**src/mipsPkg.sv**
```systemverilog
package mipsPkg;

    localparam int dataWidth    = 32;
    localparam int regAddrWidth = 5;

    typedef logic [regAddrWidth-1:0] regAddrT;

    typedef enum logic [5:0] {
        opRtype = 6'h00,
        opJ     = 6'h02,
        opBeq   = 6'h04,
        opBne   = 6'h05,
        opAddiu = 6'h09,
        opAndi  = 6'h0c,
        opOri   = 6'h0d,
        opLui   = 6'h0f,
        opLw    = 6'h23,
        opSw    = 6'h2b,
        opHalt  = 6'h3f
    } opcodeE;

    typedef enum logic [5:0] {
        fnSll  = 6'h00,
        fnSrl  = 6'h02,
        fnAddu = 6'h21,
        fnSubu = 6'h23,
        fnAnd  = 6'h24,
        fnOr   = 6'h25,
        fnXor  = 6'h26,
        fnSlt  = 6'h2a
    } funcE;

    typedef enum logic [3:0] {
        aluAdd,
        aluSub,
        aluAnd,
        aluOr,
        aluXor,
        aluSlt,
        aluSll,
        aluSrl,
        aluLui
    } aluOpE;

    typedef enum logic [1:0] {
        fwdReg = 2'd0,  // value read in ID
        fwdMem = 2'd1,  // EX/MEM ALU result
        fwdWb  = 2'd2   // write-back bus
    } fwdSelE;

    typedef struct packed {
        logic  regWrite;
        logic  memRead;
        logic  memWrite;
        logic  mem2Reg;
        logic  aluSrcImm;
        aluOpE aluOp;
        logic  halt;
    } ctrlT;

    typedef struct packed {
        logic                 valid;
        logic [dataWidth-1:0] pc;
        logic [dataWidth-1:0] instr;
    } ifIdT;

    typedef struct packed {
        ctrlT                 ctrl;
        regAddrT              rs;
        regAddrT              rt;
        regAddrT              dest;
        logic [dataWidth-1:0] opA;
        logic [dataWidth-1:0] opB;
        logic [dataWidth-1:0] imm;
        logic [4:0]           shamt;
    } idExT;

    typedef struct packed {
        ctrlT                 ctrl;
        regAddrT              dest;
        logic [dataWidth-1:0] aluResult;
        logic [dataWidth-1:0] storeData;
    } exMemT;

    typedef struct packed {
        logic                 regWrite;
        logic                 mem2Reg;
        logic                 halt;
        regAddrT              dest;
        logic [dataWidth-1:0] loadData;
        logic [dataWidth-1:0] aluResult;
    } memWbT;

    typedef struct packed {
        logic                 we;
        regAddrT              dest;
        logic [dataWidth-1:0] data;
    } wbT;

endpackage

```
**src/hazardUnit.sv**
```systemverilog
module hazardUnit
    import mipsPkg::*;
(
    input  ifIdT    i_ifId,
    input  idExT    i_idEx,
    input  exMemT   i_exMem,
    input  regAddrT i_wbDest,
    input  logic    i_wbWrite,
    output logic    o_stall,
    output fwdSelE  o_fwdA,
    output fwdSelE  o_fwdB
);

    opcodeE  opcode;
    regAddrT srcRs;
    regAddrT srcRt;
    logic    isBranch;
    logic    loadUse;
    logic    exBlock;
    logic    memBlock;

    function automatic logic hits(regAddrT dest, regAddrT a, regAddrT b);
        return dest != '0 && (dest == a || dest == b);
    endfunction

    function automatic fwdSelE pickFwd(regAddrT src, exMemT exMem, regAddrT wbDest,
                                       logic wbWrite);
        if (exMem.ctrl.regWrite && exMem.dest != '0 && exMem.dest == src) begin
            return fwdMem;  // youngest value wins
        end else if (wbWrite && wbDest != '0 && wbDest == src) begin
            return fwdWb;
        end
        return fwdReg;
    endfunction

    assign opcode   = opcodeE'(i_ifId.instr[31:26]);
    assign srcRs    = i_ifId.instr[25:21];
    assign srcRt    = i_ifId.instr[20:16];
    assign isBranch = i_ifId.valid && (opcode == opBeq || opcode == opBne);

    assign loadUse  = i_ifId.valid && i_idEx.ctrl.memRead && hits(i_idEx.dest, srcRs, srcRt);
    assign exBlock  = isBranch && i_idEx.ctrl.regWrite && hits(i_idEx.dest, srcRs, srcRt);
    // no MEM to ID path, so the compare waits for any pending MEM write
    assign memBlock = isBranch && i_exMem.ctrl.regWrite && hits(i_exMem.dest, srcRs, srcRt);

    assign o_stall = loadUse || exBlock || memBlock;
    assign o_fwdA  = pickFwd(i_idEx.rs, i_exMem, i_wbDest, i_wbWrite);
    assign o_fwdB  = pickFwd(i_idEx.rt, i_exMem, i_wbDest, i_wbWrite);

endmodule

```
**config.mk**
```make
export PLATFORM = sky130hd
export DESIGN_NAME = hazardUnit
export DESIGN_NICKNAME = d
export VERILOG_FILES = /design/src/mipsPkg.sv /design/src/hazardUnit.sv
export SDC_FILE = /design/constraint.sdc
export NUM_CORES = 1
export LEC_CHECK = 0
export BUFFER_PORTS_ARGS = -buffer_cell sky130_fd_sc_hd__buf_4
export CAP_MARGIN = 20
export CORE_AREA = 2 2 109 111
export DETAILED_ROUTE_END_ITERATION = 10
export DIE_AREA = 0 0 111 113
export PLACE_DENSITY_LB_ADDON = 0.15
export SLEW_MARGIN = 20
export SYNTH_ARGS = -nofsm -noshare
export SYNTH_HDL_FRONTEND = slang
export SYNTH_SLANG_ARGS = --single-unit
```
**constraint.sdc**
```tcl
create_clock -name vclk -period 2.6
set_input_delay 0.26 -clock vclk [all_inputs]
set_output_delay 0.26 -clock vclk [all_outputs]
set_load 0.05 [all_outputs]
```
==> impl_metrics.tcl <==
set metrics [dict create \
    layout.nets 397 \
    relSlewSlack_pct 62.1 \
    overflow 0 \
    clkbuf_count 0 \
    antenna_cells 0 \
    grt_pass1_wl_um 4530 \
    worstSetupStartpointType "input pin" \
    ys.warnings.count 0 \
    antenna_found_initial 0 \
    busiest_layer "met2" \
    post_cts_buffers 0 \
    dieArea_mm2 0.0125 \
    vdd_ir_drop_max_mv 0.0456 \
    min_period_ns 2.02 \
    synthCells 74 \
    num_vias 648 \
    grt_max_degree 6 \
    placed_cell_area_mm2 0.00110 \
    cts_resized 0 \
    floorplan.initialDensity_pct 5.15 \
    worstSetupEndpointType "primary output" \
    ant_nets 0 \
    hold_viol 0 \
    post_route_cells_drive_above_1_share_pct 45.4 \
    use_met2_pct 7.57 \
    cts-hold-fix-buffers 0 \
    grt_pass1_vias 757 \
    die_w_um 111 \
    cpMaxStageDelayCell "or4_4" \
    max_stage_delay_ns 0.53 \
    yosysUniqueCellTypes 19 \
    fin_crit_sh_pct 77.7 \
    tns_ns 0 \
    final_area_mm2 0.00110 \
    grt_util_met1_pct 7.09 \
    firstDrtPassIters 4 \
    fin_cells 262 \
    wl_um 3000 \
    seq_area_um2 0 \
    seq_area_frac_synth_pct 0 \
    fp.dieH_um 113 \
    wl_per_cell_um 11.5 \
    worst_pin_slew_ns 0.563 \
    hold_depth 4 \
    rsz0062_at_grt "false" \
    crit_path_frequent_cell "buf_4" \
    max_cap_viol_count 0 \
    areaGrowthSynthToFinish_pct 89.4 \
    row_count 39 \
    boundaryPins 281 \
    slew_violations 0 \
    final_cell_mix "buf_4 (50), xor2_1 (34), xnor2_1 (6)" \
    core_area_mm2 0.0113 \
    crit_arrival_ns 1.76 \
    hold_path_class "in2out" \
    power_density_mw_per_mm2 140 \
    syn_area_um2 581 \
    cp.required_ns 2.34 \
    viasPerCell 2.47 \
    drt_iter0_markers 20 \
    layout_commonest_cell "buf_4" \
    worstSetupPathType "in2out" \
    max_freq_mhz 495 \
    dpl.cell_count 262 \
    hpwl_um 2780 \
    worstPathCellList "buf_4, or4_4, o21ai_2, nor4_1, nor4_2, buf_4" \
    nFlopsAndLatches 0 \
    setup_viol_count_final 0 \
    place.port_buffers 50 \
    avgSynthCellArea_um2 7.85 \
    p_leak_nw 0.438 \
    fill_cells 1295 \
    status "completed" \
    gp_congestion 0.650 \
    cp_max_fo 5 \
    syn_nets 350 \
    grt_usage_pct 4.62 \
    grt_use_met3_pct 0.268 \
    remaining_drc_errors 0 \
]
==> final timing paths <==
kind | from | end | slack (ns)
max | i_exMem[67] | o_fwdB[1] | 0.58
min | i_exMem[78] | o_fwdA[0] | 1.0
==> where the power goes <==
| part | switching, mW | internal [mW] | leakage, nW |
|---|---|---|---|
| registers | 0 | 0 | 0 |
| clock network | 0 | 0 | 0 |
| logic | 0.0716 | 0.0824 | 0.438 |
==> final cells by class <==
class / instances / area, µm² / area share (%)
Multi-Input combinational cell: 69 / 546 / 49.6
Tap cell: 143 / 179 / 16.3
Timing Repair Buffer: 50 / 375 / 34.1
==> worst max-delay path, delay by kind of cell <==
family / cells / cell delay (ns)
compound gates: 1 / 0.18
buf+inv: 2 / 0.38
simple gates: 3 / 0.93
==> cell usage after synthesis <==
cell type | number | area share [%]
clkbuf_1 | 2 | 1.3
xnor2_1 | 6 | 9.1
buf_2 | 1 | 0.86
nand3b_1 | 1 | 1.3
nand3_1 | 2 | 1.7
nor4bb_1 | 1 | 1.7
nor4_2 | 2 | 4.3
buf_6 | 2 | 3.9
xor2_1 | 34 | 51
a32o_1 | 1 | 1.7
o22ai_1 | 1 | 1.1
a22oi_1 | 2 | 2.6
or4_1 | 4 | 5.2
nor2_1 | 5 | 3.2
nor4_1 | 2 | 2.2
or4_4 | 1 | 1.9
nor3_1 | 4 | 3.4
o21ai_2 | 1 | 1.5
o21ai_0 | 2 | 1.7
==> cells by family (layout without fill, tap and decap cells) <==
family                    count (synthesis)  count (layout)  synth area share [%]
and+or+nand+nor                          22              22                  25.0
AOI/OAI and AO/OA                         7               7                  8.62
buffers and inverters                     5              50                  6.03
xor gates and xnor gates                 40              40                  60.3
==> per-stage QoR <==
step	total power, mW	setup slack, ns	util, %	hold slack (ns)
5_1_grt	0.172	0.465	9.76	1.04
3_3_place_gp	0.158	0.497	9.76	1.02
6_report	0.154	0.579	9.76	0.995
3_5_place_dp	0.157	0.507	9.76	1.00
4_1_cts	0.157	0.511	9.76	1.01
2_1_floorplan	0.0724	-0.540	-	0.789
==> routing by layer <==
metal | share of wire, % | wire length [µm] | vias up
met4 | 0 | 0 | 0
met5 | 0 | 0 | -
met1 | 51 | 1540 | 281
li1 | - | - | 346
met3 | 3.5 | 105 | 0
met2 | 45 | 1360 | 21
No activity file was read; power rests on OpenSTA's default activity.
