$ cat src/mipsPkg.sv
package mipsPkg;

    localparam int dataWidth    = 32;
    localparam int regAddrWidth = 5;

    typedef logic [regAddrWidth-1:0] regAddrT;

    typedef enum logic [5:0] {
        opRtype = 6'h00,
        opJ     = 6'h02,
        opBeq   = 6'h04,
        opBne   = 6'h05,
        opAddiu = 6'h09,
        opAndi  = 6'h0c,
        opOri   = 6'h0d,
        opLui   = 6'h0f,
        opLw    = 6'h23,
        opSw    = 6'h2b,
        opHalt  = 6'h3f
    } opcodeE;

    typedef enum logic [5:0] {
        fnSll  = 6'h00,
        fnSrl  = 6'h02,
        fnAddu = 6'h21,
        fnSubu = 6'h23,
        fnAnd  = 6'h24,
        fnOr   = 6'h25,
        fnXor  = 6'h26,
        fnSlt  = 6'h2a
    } funcE;

    typedef enum logic [3:0] {
        aluAdd,
        aluSub,
        aluAnd,
        aluOr,
        aluXor,
        aluSlt,
        aluSll,
        aluSrl,
        aluLui
    } aluOpE;

    typedef enum logic [1:0] {
        fwdReg = 2'd0,  // value read in ID
        fwdMem = 2'd1,  // EX/MEM ALU result
        fwdWb  = 2'd2   // write-back bus
    } fwdSelE;

    typedef struct packed {
        logic  regWrite;
        logic  memRead;
        logic  memWrite;
        logic  mem2Reg;
        logic  aluSrcImm;
        aluOpE aluOp;
        logic  halt;
    } ctrlT;

    typedef struct packed {
        logic                 valid;
        logic [dataWidth-1:0] pc;
        logic [dataWidth-1:0] instr;
    } ifIdT;

    typedef struct packed {
        ctrlT                 ctrl;
        regAddrT              rs;
        regAddrT              rt;
        regAddrT              dest;
        logic [dataWidth-1:0] opA;
        logic [dataWidth-1:0] opB;
        logic [dataWidth-1:0] imm;
        logic [4:0]           shamt;
    } idExT;

    typedef struct packed {
        ctrlT                 ctrl;
        regAddrT              dest;
        logic [dataWidth-1:0] aluResult;
        logic [dataWidth-1:0] storeData;
    } exMemT;

    typedef struct packed {
        logic                 regWrite;
        logic                 mem2Reg;
        logic                 halt;
        regAddrT              dest;
        logic [dataWidth-1:0] loadData;
        logic [dataWidth-1:0] aluResult;
    } memWbT;

    typedef struct packed {
        logic                 we;
        regAddrT              dest;
        logic [dataWidth-1:0] data;
    } wbT;

endpackage

$ cat src/idStage.sv
module idStage
    import mipsPkg::*;
(
    input  logic                 clk,
    input  logic                 i_rstN,
    input  logic                 i_halt,
    input  logic                 i_stall,
    input  ifIdT                 i_ifId,
    input  wbT                   i_wb,
    input  regAddrT              i_dbgRegAddr,
    output idExT                 o_idEx,
    output logic                 o_redirect,
    output logic [dataWidth-1:0] o_target,
    output logic                 o_haltSeen,
    output logic [dataWidth-1:0] o_dbgRegData
);

    localparam int numRegs = 2 ** regAddrWidth;

    logic [dataWidth-1:0] regFile [numRegs];
    opcodeE               opcode;
    funcE                 funct;
    regAddrT              rs;
    regAddrT              rt;
    regAddrT              rd;
    logic [dataWidth-1:0] immSext;
    logic [dataWidth-1:0] immZext;
    logic [dataWidth-1:0] pcPlus4;
    logic [dataWidth-1:0] rsData;
    logic [dataWidth-1:0] rtData;
    ctrlT                 ctrl;
    regAddrT              dest;
    logic                 useZext;
    logic                 isHalt;
    logic                 haltSeenQ;
    logic                 brTaken;

    assign opcode  = opcodeE'(i_ifId.instr[31:26]);
    assign funct   = funcE'(i_ifId.instr[5:0]);
    assign rs      = i_ifId.instr[25:21];
    assign rt      = i_ifId.instr[20:16];
    assign rd      = i_ifId.instr[15:11];
    assign immSext = {{(dataWidth-16){i_ifId.instr[15]}}, i_ifId.instr[15:0]};
    assign immZext = {{(dataWidth-16){1'b0}}, i_ifId.instr[15:0]};
    assign pcPlus4 = i_ifId.pc + dataWidth'(4);

    // r0 reads as zero, a write-back in this cycle is seen at once
    function automatic logic [dataWidth-1:0] readReg(regAddrT addr);
        if (addr == '0) begin
            return '0;
        end else if (i_wb.we && i_wb.dest == addr) begin
            return i_wb.data;
        end
        return regFile[addr];
    endfunction

    always_comb begin
        rsData = readReg(rs);
        rtData = readReg(rt);
    end

    always_comb begin
        ctrl       = '0;
        ctrl.aluOp = aluAdd;
        dest       = rt;
        useZext    = 1'b0;
        case (opcode)
            opRtype: begin
                dest          = rd;
                ctrl.regWrite = 1'b1;
                case (funct)
                    fnAddu:  ctrl.aluOp = aluAdd;
                    fnSubu:  ctrl.aluOp = aluSub;
                    fnAnd:   ctrl.aluOp = aluAnd;
                    fnOr:    ctrl.aluOp = aluOr;
                    fnXor:   ctrl.aluOp = aluXor;
                    fnSlt:   ctrl.aluOp = aluSlt;
                    fnSll:   ctrl.aluOp = aluSll;
                    fnSrl:   ctrl.aluOp = aluSrl;
                    default: ctrl.regWrite = 1'b0;
                endcase
            end
            opAddiu: begin
                ctrl.regWrite  = 1'b1;
                ctrl.aluSrcImm = 1'b1;
            end
            opAndi, opOri: begin
                ctrl.regWrite  = 1'b1;
                ctrl.aluSrcImm = 1'b1;
                ctrl.aluOp     = (opcode == opAndi) ? aluAnd : aluOr;
                useZext        = 1'b1;
            end
            opLui: begin
                ctrl.regWrite  = 1'b1;
                ctrl.aluSrcImm = 1'b1;
                ctrl.aluOp     = aluLui;
            end
            opLw: begin
                ctrl.regWrite  = 1'b1;
                ctrl.memRead   = 1'b1;
                ctrl.mem2Reg   = 1'b1;
                ctrl.aluSrcImm = 1'b1;
            end
            opSw: begin
                ctrl.memWrite  = 1'b1;
                ctrl.aluSrcImm = 1'b1;
            end
            opHalt:  ctrl.halt = 1'b1;
            default: ctrl = '0;  // branches, jumps and unknown opcodes
        endcase
        if (!i_ifId.valid) begin
            ctrl = '0;
        end
    end

    assign isHalt  = i_ifId.valid && opcode == opHalt;
    assign brTaken = (opcode == opBeq && rsData == rtData) ||
                     (opcode == opBne && rsData != rtData) ||
                     opcode == opJ;

    assign o_redirect   = i_ifId.valid && !i_stall && brTaken;
    assign o_target     = (opcode == opJ) ? {pcPlus4[31:28], i_ifId.instr[25:0], 2'b00}
                                          : pcPlus4 + {immSext[dataWidth-3:0], 2'b00};
    assign o_haltSeen   = haltSeenQ || isHalt;
    assign o_dbgRegData = regFile[i_dbgRegAddr];

    always_ff @(posedge clk or negedge i_rstN) begin
        if (!i_rstN) begin
            for (int i = 0; i < numRegs; i++) begin
                regFile[i] <= '0;
            end
        end else if (i_wb.we && i_wb.dest != '0) begin
            regFile[i_wb.dest] <= i_wb.data;
        end
    end

    always_ff @(posedge clk or negedge i_rstN) begin
        if (!i_rstN) begin
            o_idEx    <= '0;
            haltSeenQ <= 1'b0;
        end else if (!i_halt) begin
            if (i_stall || haltSeenQ) begin
                o_idEx <= '0;  // bubble
            end else begin
                o_idEx.ctrl  <= ctrl;
                o_idEx.rs    <= rs;
                o_idEx.rt    <= rt;
                o_idEx.dest  <= dest;
                o_idEx.opA   <= rsData;
                o_idEx.opB   <= rtData;
                o_idEx.imm   <= useZext ? immZext : immSext;
                o_idEx.shamt <= i_ifId.instr[10:6];
            end
            if (isHalt && !i_stall) begin
                haltSeenQ <= 1'b1;
            end
        end
    end

endmodule

$ cat config.mk
export PLATFORM = sky130hd
export DESIGN_NAME = idStage
export DESIGN_NICKNAME = d
export VERILOG_FILES = /design/src/mipsPkg.sv /design/src/idStage.sv
export SDC_FILE = /design/constraint.sdc
export NUM_CORES = 2
export LEC_CHECK = 0
export ABC_CLOCK_PERIOD_IN_PS = 3500
export BUFFER_PORTS_ARGS = -buffer_cell sky130_fd_sc_hd__buf_2
export CAP_MARGIN = 20
export CORE_MARGIN = 1
export CORE_UTILIZATION = 45
export DETAILED_ROUTE_END_ITERATION = 6
export SLEW_MARGIN = 25
export SYNTH_ARGS = -nofsm -noshare
export SYNTH_HDL_FRONTEND = slang
export SYNTH_SLANG_ARGS = --single-unit
export TNS_END_PERCENT = 50
$ cat constraint.sdc
create_clock -name clk -period 3.5 [get_ports clk]
set_clock_uncertainty 0.2 [all_clocks]
set_input_delay 0.175 -clock clk [delete_from_list [all_inputs] [get_ports clk]]
set_output_delay 0.175 -clock clk [all_outputs]
set_load 0.02 [all_outputs]
==> results.toml <==
[global_routing]
grt.total_usage_pct = 36.6
grt_pass1_wl_um = 409000
antenna_found_initial = 21
grt_pass1_vias = 55000
grt_start_max_net_pins = 111
grt_overflow_total = 0

[layout]
design_area_sq_um = 87400
drive_above_1_share_pct = 58.4
final_util_pct = 56.8
fillers = 12500
final_common_cell = "dfrtp_1"
final_nets = 6106
final_cell_mix = "1130 x dfrtp_1, 1026 x mux2_2, 928 x buf_4, 782 x mux4_2, 271 x buf_2"
syn_to_final_growth_pct = 25.5
fin_cells = 8108

[yosys]
yosysSeqAreaShare_pct = 40.6
synth_edf_count = 0
synthArstFlopShare_pct = 100
netlist.area_leader.share_pct = 40.6
synth_top_family_by_area = "multiplexers"
avgSynthCellArea_sq_um = 14.1
netlist_area_sq_um = 69700
yosysUniqueCellTypes = 75
netlist_instances = 4929
yosys.area_share.adder_pct = 0.672
synth.area.mux_share_pct = 44.7
synth_xor_area_share_pct = 1.18
synth.net_count = 5077
synthSimpleGateAreaFrac_pct = 3.42
ys_warn_count = 0
synth_compound_area_share_pct = 5.82
synth-main-ff-cell = "dfrtp_1"
synth-seq-cells = 1130
synthTopCellsByArea = "dfrtp_1 41%, mux4_2 25%, mux2_2 17%"
yosysTopAreaCell = "dfrtp_1"

[run]
drv_cap = 0

[placed_design]
gp_congestion = 1.00
port_buffers = 303
hpwlAfterDp_um = 195000
dp_cells = 7748
place_area_sq_um = 81100

[die]
start_util_pct = 45.3
core_sq_um = 154000
die_w_um = 395
io_pins = 304
fp.dieH_um = 395
die_area_sq_um = 156000
row_count = 144

[clock_network]
cts.clk_slew.worst_paths_ps = 70
numClockSinks = 1130
h-tree-depth = 4
cts_buffer_depth = 3
clk_latency_ps = 820
root_buffer = "clkbuf_16"
cts_buffers = 134
cts_tree = "yes"

[sta]
slew_headroom_pct = 24.5
fin_crit_ps = 4670
fmax_ghz = 0.214
hold-worst-slack_ps = 47.2
finalCritPeriodShare_pct = 133
tightest_slew_ps = 1130
setup_slack_ps = -1170
hold_viol = 0
finalSetupViolCount = 16
grt_setup_unrepaired = "yes"
final_max_slew_viol_count = 0

[detailed_routing]
routed.top_layer = "met5"
routed-wl-met3_um = 31900
drtAntennaViolNets = 0
vias_per_cell = 6.75
m1WireLength_um = 108000
drtIter0Drc = 6965
drt_wl_total_um = 286000
num_vias = 54700
wl_met2_um = 128000
first_pass_iters = 5
post_drt_wl_per_cell_um = 35.3
drc = 0

[setup_path]
critical-path-max-stage-delay_ps = 850
cp-start-kind = "input port"
critPathKind = "input port to primary output"
crit_required_ps = 3120
cp.buffers_inverters = 7
crit_path_frequent_cell = "buf_4"
worstPathMaxFanout = 22
worstPathCellList = "buf_8 > buf_12 > buf_4 > nor3_2 > buf_4 > nor2_1 > buf_4 > a32oi_1 > xor2_1 > nor4_2 > buf_4 > and3_1 > a31oi_1 > a211o_4 > buf_6"
cp.arrival_ps = 4290
critical-path-top-delay-family = "buffers and inverters"
slowest_stage = "nor2_1"
end_kind = "primary output"

[pwr]
finalPower_uw = 46000
vdd_drop_max_uv = 592
power.density_nw_per_um2 = 526
power_leakage_uw = 0.0387

[status]
violations = "negative setup slack"
status = "finished, violations left"

[min_path]
worstHoldPathType = "input port to flip-flop"
==> metal layers <==
layer | vias up | track usage, %
li1 | 21600 | -
met3 | 874 | 10.3
met2 | 3538 | 54.8
met5 | - | 0
met4 | 22 | 19.5
met1 | 28700 | 48.3
==> worst paths after layout <==
| path | cells after the start | slack [ps] | end | startpoint |
|---|---|---|---|---|
| max in group asynchronous | 4 | 1810 | regFile[41]$_DFFE_PN0P_ | i_rstN |
| min in group asynchronous | 4 | 540 | o_idEx[15]$_DFFE_PN0N_ | i_rstN |
| worst max-delay path | 15 | -1170 | o_redirect | i_ifId[16] |
| worst max register to register | 8 | 480 | o_idEx[74]$_DFFE_PN0N_ | regFile[613]$_DFFE_PN0P_ |
| worst min-delay path | 3 | 50 | o_idEx[15]$_DFFE_PN0N_ | i_ifId[10] |
| worst min register to register | 0 | 220 | regFile[1003]$_DFFE_PN0P_ | regFile[1003]$_DFFE_PN0P_ |
==> worst reg2reg max path, delay by kind of cell, from the launching register on <==
| family | cells | cell delay (ps) |
|---|---|---|
| AOI/OAI and AO/OA | 5 | 1050 |
| buffers and inverters | 2 | 810 |
| DFF | 1 | 400 |
| muxes | 1 | 460 |
==> where the power goes <==
group          internal [uW]  leakage (uW)  switching, uW  total [uW]
Combinational           7780        0.0219           6050       13800
Clock                   8570       0.00223           6020       14600
Sequential             15400        0.0145           2140       17600
Total                  31800        0.0387          14200       46000
==> cell usage after synthesis, drive strengths merged, types with 23 or more instances <==
master,instances
a21oi,88
a22o,92
a22oi,61
buf,215
clkbuf,351
dfrtp,1130
ha,35
mux2,1033
mux2i,188
mux4,782
nand2,200
nand3,57
nor2,97
nor3,23
o21ai,108
o221ai,28
o22ai,36
xnor2,63
xor2,31
==> what timing repair did <==
item | CTS | global route
hold buffers | 99 | 0
endpoints found under the setup margin | 19 | 22
gates resized for setup | 102 | 44
buffers inserted | 21 | 5
pin swaps | 64 | 32
cloned | 0 | 0
endpoints found under the hold margin | 2220 | 0
==> stage by stage <==
stage | TNS [ps] | setup WS (ps)
after global routing | -6910 | -1130
after floorplan | -191 | -83.4
after CTS | -3870 | -1060
final | -4550 | -1170
after global placement | -7070 | -1210
after detailed placement | -7070 | -1190
==> cell families (layout without fill, tap and decap cells) <==
| group | after synthesis | after routing |
|---|---|---|
| other cells | 0 | 3 |
| compound gates | 576 | 576 |
| xor+xnor | 94 | 94 |
| simple gates | 506 | 506 |
| mux | 2003 | 2003 |
| buf+inv | 583 | 1715 |
| flops | 1130 | 1130 |
| fa+ha+maj | 37 | 37 |
==> sequential cells by signal (all words and copies together), names as in the netlist <==
name	flops
regFile	1024
o_idEx	105
haltSeenQ	1
==> layout make-up <==
class	count	area (sq um)	share of cell area, %
well taps	2044	2560	2.92
flip-flops and latches	1130	28300	32.3
diodes	3	7.51	0.00859
repair buffers	1459	12300	14.1
multi-input cells	3216	39700	45.4
inverters	17	67.6	0.0773
clock buffers	183	3830	4.38
clock inverters	56	667	0.763
No activity file was read; power rests on OpenSTA's default activity.
